===== src/apbIcCfg.svh =====
// APB interconnect configuration
`ifndef APB_IC_CFG_SVH
`define APB_IC_CFG_SVH

// Bus widths
`define APB_DATA_W 32
`define APB_ADDR_W 32

// Number of peripheral slots behind the interconnect
`define APB_NUM_SLOTS 16

// Address bits that pick the slot
`define APB_SLOT_MSB 15
`define APB_SLOT_LSB 12

// Populated slots, one bit per slot, slot 14 left empty
`define APB_SLOT_ENABLE 16'hBFFF

// Slot taken by the on-chip indirect address register
`define APB_IADDR_SLOT 15

`endif

===== src/apbIcPkg.sv =====
// APB interconnect types
`include "apbIcCfg.svh"

package apbIcPkg;

  // Request from the master, also forwarded to the slots
  typedef struct packed {
    logic [`APB_ADDR_W-1:0] addr;
    logic                   write;
    logic                   enable;
    logic [`APB_DATA_W-1:0] wdata;
  } apbReq_t;

  // Completion seen by the master or returned by one slot
  typedef struct packed {
    logic [`APB_DATA_W-1:0] rdata;
    logic                   ready;
    logic                   slvErr;
  } apbRsp_t;

  // All slot responses, indexed by slot number
  typedef apbRsp_t [`APB_NUM_SLOTS-1:0] apbRspArray_t;

  // One-hot slot select
  typedef logic [`APB_NUM_SLOTS-1:0] slotSel_t;

  // Slot field taken out of the address
  typedef logic [`APB_SLOT_MSB-`APB_SLOT_LSB:0] slotIdx_t;

endpackage


===== src/apbInterconnect.sv =====
// APB3 interconnect top
`timescale 1ns/1ps
`include "apbIcCfg.svh"

module apbInterconnect
  import apbIcPkg::*;
(
  input  logic         pclk,
  input  logic         rstN,

  // Master side
  input  logic         psel,
  input  apbReq_t      req,
  output apbRsp_t      rsp,

  // Slot side
  output apbReq_t      slaveReq,
  output slotSel_t     pselS,
  input  apbRspArray_t slotRsp
);

  localparam int       LowW      = `APB_SLOT_MSB + 1;
  localparam slotSel_t IaddrMask = slotSel_t'(1) << `APB_IADDR_SLOT;

  slotSel_t slotSel;
  apbRsp_t  iaddrRsp;
  slotSel_t slotReady;

  apbSlotDecoder iDecoder (
    .psel    (psel),
    .addr    (req.addr),
    .slotSel (slotSel)
  );

  apbIndirectAddr iIndirect (
    .pclk     (pclk),
    .rstN     (rstN),
    .sel      (slotSel[`APB_IADDR_SLOT]),
    .req      (req),
    .slaveReq (slaveReq),
    .rsp      (iaddrRsp)
  );

  apbResponseMux iMux (
    .slotSel  (slotSel),
    .slotRsp  (slotRsp),
    .iaddrRsp (iaddrRsp),
    .rsp      (rsp)
  );

  // Register slot lives on chip, nothing outside sees its select
  assign pselS = slotSel & ~IaddrMask;

  always_comb
  begin
    for (int i = 0; i < `APB_NUM_SLOTS; i++)
    begin
      slotReady[i] = slotRsp[i].ready;
    end
  end

  // Wait states of an external slot pass straight through
  apReadyPass: assert property (
    @(posedge pclk) disable iff (!rstN)
    (|pselS) |-> rsp.ready == |(pselS & slotReady)
  )
  else
    $error("master ready differs from selected slot ready");

  // Master writes to the register slot land in the slot address next cycle
  apIaddrPath: assert property (
    @(posedge pclk) disable iff (!rstN)
    (psel && req.addr[`APB_SLOT_MSB:`APB_SLOT_LSB] == `APB_IADDR_SLOT
      && req.enable && req.write)
    |=> slaveReq.addr[`APB_ADDR_W-1:LowW] == $past(req.wdata[`APB_ADDR_W-1:LowW])
  )
  else
    $error("indirect write did not reach slot address");

  // External selects never fire while the master is idle
  apIdleQuiet: assert property (
    @(posedge pclk) disable iff (!rstN)
    !psel |-> pselS == '0 && rsp.ready
  )
  else
    $error("slot select or stall while master idle");

endmodule


===== src/apbResponseMux.sv =====
// APB slot response multiplexer
`timescale 1ns/1ps
`include "apbIcCfg.svh"

module apbResponseMux
  import apbIcPkg::*;
(
  input  slotSel_t     slotSel,
  input  apbRspArray_t slotRsp,
  input  apbRsp_t      iaddrRsp,
  output apbRsp_t      rsp
);

  localparam slotSel_t EnableMask = `APB_SLOT_ENABLE;

  // Completion for accesses that hit no live slot
  localparam apbRsp_t IdleRsp = '{rdata: '0, ready: 1'b1, slvErr: 1'b0};

  apbRspArray_t srcRsp;
  slotSel_t     readyVec;
  slotSel_t     errVec;
  logic         anySel;
  logic [`APB_DATA_W-1:0] dataOr;

  // Indirect slot answers from the register, not from the slot port
  always_comb
  begin
    for (int i = 0; i < `APB_NUM_SLOTS; i++)
    begin
      if (i == `APB_IADDR_SLOT)
      begin
        srcRsp[i] = iaddrRsp;
      end
      else
      begin
        srcRsp[i] = slotRsp[i];
      end
    end
  end

  // AND-OR select, slotSel is one-hot
  always_comb
  begin
    dataOr = '0;
    for (int i = 0; i < `APB_NUM_SLOTS; i++)
    begin
      if (slotSel[i])
      begin
        dataOr = dataOr | srcRsp[i].rdata;
      end
      readyVec[i] = srcRsp[i].ready;
      errVec[i]   = srcRsp[i].slvErr;
    end
  end

  assign anySel = |slotSel;

  always_comb
  begin
    if (anySel)
    begin
      rsp.rdata  = dataOr;
      rsp.ready  = |(slotSel & readyVec);
      rsp.slvErr = |(slotSel & errVec);
    end
    else
    begin
      rsp = IdleRsp;
    end
  end

  // Decoder must keep empty slots out of the select
  always_comb
  begin
    assert ((slotSel & ~EnableMask) == '0)
    else
      $error("disabled slot selected: %b", slotSel);
  end

endmodule


===== src/apbIndirectAddr.sv =====
// APB indirect address register
`timescale 1ns/1ps
`include "apbIcCfg.svh"

module apbIndirectAddr
  import apbIcPkg::*;
(
  input  logic    pclk,
  input  logic    rstN,
  input  logic    sel,
  input  apbReq_t req,
  output apbReq_t slaveReq,
  output apbRsp_t rsp
);

  // Master keeps the address bits up to and including the slot field
  localparam int LowW = `APB_SLOT_MSB + 1;

  logic [`APB_DATA_W-1:0] iaddrReg;
  logic                   wrEn;
  logic [`APB_ADDR_W-1:0] slaveAddr;

  // Register answers with ready high, so the access phase is one cycle
  assign wrEn = sel & req.enable & req.write;

  always_ff @(posedge pclk or negedge rstN)
  begin
    if (!rstN)
    begin
      iaddrReg <= '0;
    end
    else if (wrEn)
    begin
      iaddrReg <= req.wdata;
    end
  end

  // Read back never stalls and never errors
  always_comb
  begin
    rsp.rdata  = iaddrReg;
    rsp.ready  = 1'b1;
    rsp.slvErr = 1'b0;
  end

  // Upper half from the register, lower half from the master
  assign slaveAddr = {iaddrReg[`APB_ADDR_W-1:LowW], req.addr[LowW-1:0]};

  always_comb
  begin
    slaveReq        = req;
    slaveReq.addr   = slaveAddr;
  end

  // Register only moves after a write to its own slot
  apIaddrHold: assert property (
    @(posedge pclk) disable iff (!rstN)
    $changed(iaddrReg) |-> $past(wrEn)
  )
  else
    $error("indirect register changed without a selected write");

endmodule


===== src/apbSlotDecoder.sv =====
// APB slot address decoder
`timescale 1ns/1ps
`include "apbIcCfg.svh"

module apbSlotDecoder
  import apbIcPkg::*;
(
  input  logic                   psel,
  input  logic [`APB_ADDR_W-1:0] addr,
  output slotSel_t               slotSel
);

  localparam slotSel_t EnableMask = `APB_SLOT_ENABLE;

  slotIdx_t slotIdx;
  slotSel_t slotHit;
  slotSel_t slotLive;

  assign slotIdx = addr[`APB_SLOT_MSB:`APB_SLOT_LSB];

  // Full one-hot decode of the slot field
  always_comb
  begin
    slotHit = '0;
    for (int i = 0; i < `APB_NUM_SLOTS; i++)
    begin
      if (slotIdx == slotIdx_t'(i))
      begin
        slotHit[i] = 1'b1;
      end
    end
  end

  // Empty slots drop out here, so the mux falls back to its idle response
  assign slotLive = slotHit & EnableMask;

  always_comb
  begin
    if (psel)
    begin
      slotSel = slotLive;
    end
    else
    begin
      slotSel = '0;
    end
  end

  // At most one slot is ever driven
  always_comb
  begin
    assert ($onehot0(slotSel))
    else
      $error("slot select not one-hot: %b", slotSel);
  end

endmodule


===== config.mk =====
export PLATFORM = sky130hd
export DESIGN_NAME = apbInterconnect
export DESIGN_NICKNAME = d
export VERILOG_FILES = /design/src/apbIcPkg.sv /design/src/apbInterconnect.sv /design/src/apbResponseMux.sv /design/src/apbIndirectAddr.sv /design/src/apbSlotDecoder.sv
export VERILOG_INCLUDE_DIRS = /design/src /design/src/src
export SDC_FILE = /design/constraint.sdc
export NUM_CORES = 1
export LEC_CHECK = 0
export ABC_CLOCK_PERIOD_IN_PS = 1700
export BUFFER_PORTS_ARGS = -buffer_cell sky130_fd_sc_hd__buf_2
export CAP_MARGIN = 0
export CORE_AREA = 2 2 280 282
export DETAILED_ROUTE_END_ITERATION = 8
export DIE_AREA = 0 0 282 284
export GPL_TIMING_DRIVEN = 0
export PLACE_DENSITY = 0.31
export SETUP_SLACK_MARGIN = 0.02
export SYNTH_ARGS = -nofsm -noshare
export SYNTH_HDL_FRONTEND = slang
export SYNTH_HIERARCHICAL = 1
export SYNTH_SLANG_ARGS = --single-unit

===== constraint.sdc =====
create_clock -name pclk -period 1.7 [get_ports pclk]
set_input_delay 0.085 -clock pclk [delete_from_list [all_inputs] [get_ports pclk]]
set_output_delay 0.085 -clock pclk [all_outputs]
set_load 0.02 [all_outputs]

==> summary.md <==
| Metric | Value |
|---|---|
| CP Depth | 9 |
| Gate power share | 0.551 |
| CTS sink cnt | 32 |
| Worst Max-Slew Pin Slew | ~1000 ps |
| Worst Hold Class | primary input to flip-flop |
| CTS tree | done |
| Vias per cell | between 3 and 4 |
| PortBufs | 664 |
| Post-synthesis register bit count | 32 |
| Worst-path fanout max | 4 |
| Final wirelength | about 65000 microns |
| First-pass GRT wire length | between 80000 and 90000 microns |
| Mapped Area | 5109 sq um |
| Clock network power share | 0.241 |
| R2R cell count | 2 |
| CP Data Required Time | about 1600 ps |
| Clk Latency, worst-skew pair | around 300 ps |
| Die Wd | approximately 280 microns |
| Total global routing overflow | 0 |
| Die height | 284 microns |
| Skew final | 0 ps |
| RSZ-0062 raised after global routing | yes |
| Post-layout nets | approximately 1900 |
| Sequential power share | 0.207 |
| Core area | 76960 sq um |
| Final Core Density | 0.1579 |
| Syn avg cell area | around 9.5 sq um |
| Layout cell share with drive strength beyond 1 | 0.8002 |
| Slew margin rel. | 0.3235 |
| Final Hold Slack | a little under 30 ps |
| RR Startpoint | iIndirect/iaddrReg[30] |
| DR iter-0 viols | 299 |
| Initial antenna violation count | 36 |
| Setup-failing EPs final | 32 |
| Switch share | 0.3939 |
| Most common cell after layout, fill and taps aside | buf_2 |
| CP delay by family, top | simple AND/OR/NAND/NOR gates |
| Critical-path cell list | buf_6 > or3b_4 > nor2_4 > buf_12 > buf_8 > a22o_4 > a221oi_4 > nand4_1 > buf_6 |
| First drt pass iteration count | 4 |
| Crit. End Element | output port |
| Crit path to | rsp[30] |
| Io pins | ~730 |
| Final Hold Viols | 0 |
| Arrival time at the worst endpoint | ~1900 ps |
| Worst path most repeated cell | buf_6 |
| Routed len/inst | 28.22 microns |
| Syn_nets | about 1200 |
| DRC violations left | 0 |
| Max FFs per register | 32 |
| Capturing point of the worst reg2reg path | iIndirect/iaddrReg[30] |
| Num CTS Buffers | 5 |
| Worst setup path startpoint | psel |
| Total number of vias | approximately 8500 |
| Max Clock Freq | about 0.5 GHz |
| Failing checks | setup timing |
| Crit path kind | primary input to output port |
| Net Sw Power | between 1500 and 2000 uW |
| Seq/Total Area, Yosys | 0.1567 |
| Post-DRT Antenna Nets | 0 |
| WL met1 | about 25000 microns |
| Met2 routed WL | 32610 microns |
| Status | complete, but fails checks |
| Reg with most FFs | iIndirect/iaddrReg |
| Row cnt | about 100 |
| Crit path setup slack, layout | -261.7 ps |
| Leak Pwr | 0.005780 uW |
| Post-synth cell types | 24 |
| Vias in the first global route | 9346 |
| Fin crit period | 1962 ps |
| CTS H-tree depth | 2 |
| Worst-path clk slew | roughly 70 ps |
| Pwr Density | a little under 400 nW/um^2 |
| CTS root buffer | clkbuf_16 |
| CP max stage cell | a221oi_4 |
| Syn Inst Count | 540 |
| VDD IR max | 304.8 uV |
| Max-Cap Viols | 0 |
| Largest stage delay, worst path | 350 ps |
| Max clock buf depth | 2 |
| Largest net degree at the start of global routing | 33 |
| Area delta synth->final | 137.8% |
| Routability cong. | approximately 0.86 |
| Crit path buf inv count | 4 |
| Synth warn | 6 |
| Global router's overall resource usage | 0.1542 |
| Startpoint Class | primary input |
| Starting Density | 0.06638 |
| Full die area | between 80000 and 90000 sq um |
| Pins Over Slew Limit | 0 |
| Top Layer Used | met5 |
| Internal | about 2900 uW |
| Most frequent cells in the layout | buf_2, a22o_1, buf_4 |
| Met3 Wirelength | 4103 microns |
| Biggest registers after layout | iIndirect/iaddrReg: 32 flops |
| HPWL after detailed placement | approximately 54000 microns |
| Period utilization | 1.154 |
| Worst R2R Setup Slack | about 660 ps |
## through the flow
stage / cells / total power (uW) / worst slack [ps] / area [sq um] / TNS, ps
6_report: 2294 / 4707 / -261.7 / 12150 / -4424
5_1_grt: 2293 / 4964 / -292.5 / 12150 / -6167
3_5_place_dp: 2244 / 3176 / -1496 / 9743 / -40500
3_3_place_gp: 2244 / 3173 / -1522 / 9741 / -41170
4_1_cts: 2282 / 4738 / -241.5 / 11820 / -4640
2_1_floorplan: 540 / 1885 / 28.81 / 5116 / 0
## power by group through the flow
stage	registers, uW	logic, uW	clock network, uW
floorplan	926	959	0
global route	988	2740	1230
detailed placement	984	2190	0
CTS	976	2530	1230
finish	976	2600	1130
global placement	984	2190	0
## synthesized netlist by cell type
cell	instances	area, sq um
conb_1	4	15.01
or3b_4	1	11.26
a22oi_1	2	15.01
buf_2	10	50.05
dfrtp_1	32	800.8
clkbuf_1	21	78.83
a22o_1	135	1182
nor4_1	4	25.02
mux2_4	30	450.4
a221oi_1	134	1174
nor2_1	11	41.29
a221oi_2	1	15.01
nand4_1	35	219.0
mux2_2	2	22.52
nand2b_1	2	12.51
nor3_2	1	10.01
buf_6	36	405.4
buf_4	70	525.5
nand2_1	1	3.750
nand3_2	1	10.01
nand3b_1	2	15.01
and3_1	1	6.260
nor3_1	3	15.01
nand3_1	1	5.000
## worst min-delay path by stage
| stage | from | end | slack, ps | cells after the start |
|---|---|---|---|---|
| finish | req[24] | iIndirect/iaddrReg[24] | 30 | 2 |
| CTS | req[24] | iIndirect/iaddrReg[24] | 3 | 2 |
| detailed placement | rstN | iIndirect/iaddrReg[2] | 320 | 1 |
| global placement | rstN | iIndirect/iaddrReg[2] | 300 | 1 |
| global route | req[27] | iIndirect/iaddrReg[27] | 20 | 2 |
| floorplan | rstN | iIndirect/iaddrReg[0] | -210 | 0 |
## cell type report
| type | instances | area, sq um |
|---|---|---|
| fillers | 8856 | 64810 |
| multi-input cells | 371 | 4463 |
| repair buffers | 706 | 3981 |
| plain buffers | 134 | 1430 |
| well taps | 1040 | 1301 |
| flip-flops and latches | 32 | 802.0 |
| clock buffers | 6 | 128.9 |
| clock inverters | 2 | 35.03 |
| diodes | 3 | 7.507 |
## cell families (layout without fill, tap and decap cells)
| logic type | after synthesis | after routing | share of synthesized area |
|---|---|---|---|
| other cells | 4 | 7 | 0.002938 |
| compound gates | 272 | 272 | 0.4671 |
| buf+inv | 137 | 848 | 0.2074 |
| simple gates | 63 | 63 | 0.07323 |
| flops | 32 | 32 | 0.1567 |
| mux | 32 | 32 | 0.09258 |
## metal layers
layer  up-vias  GRT usage
met4        12    0.05625
met3       114    0.02997
li1       3729          -
met2       607     0.2818
met1      4072     0.1752
met5         -          0
## what timing repair did
item / CTS / global route
buffers inserted: 26 / 13
hold endpoints to repair: 31 / 0
setup endpoints to repair: 35 / 34
hold buffers: 1 / 0
cloned: 4 / 0
gates resized for setup: 290 / 47
pin swaps: 34 / 32
No activity file was read; power rests on OpenSTA's default activity.
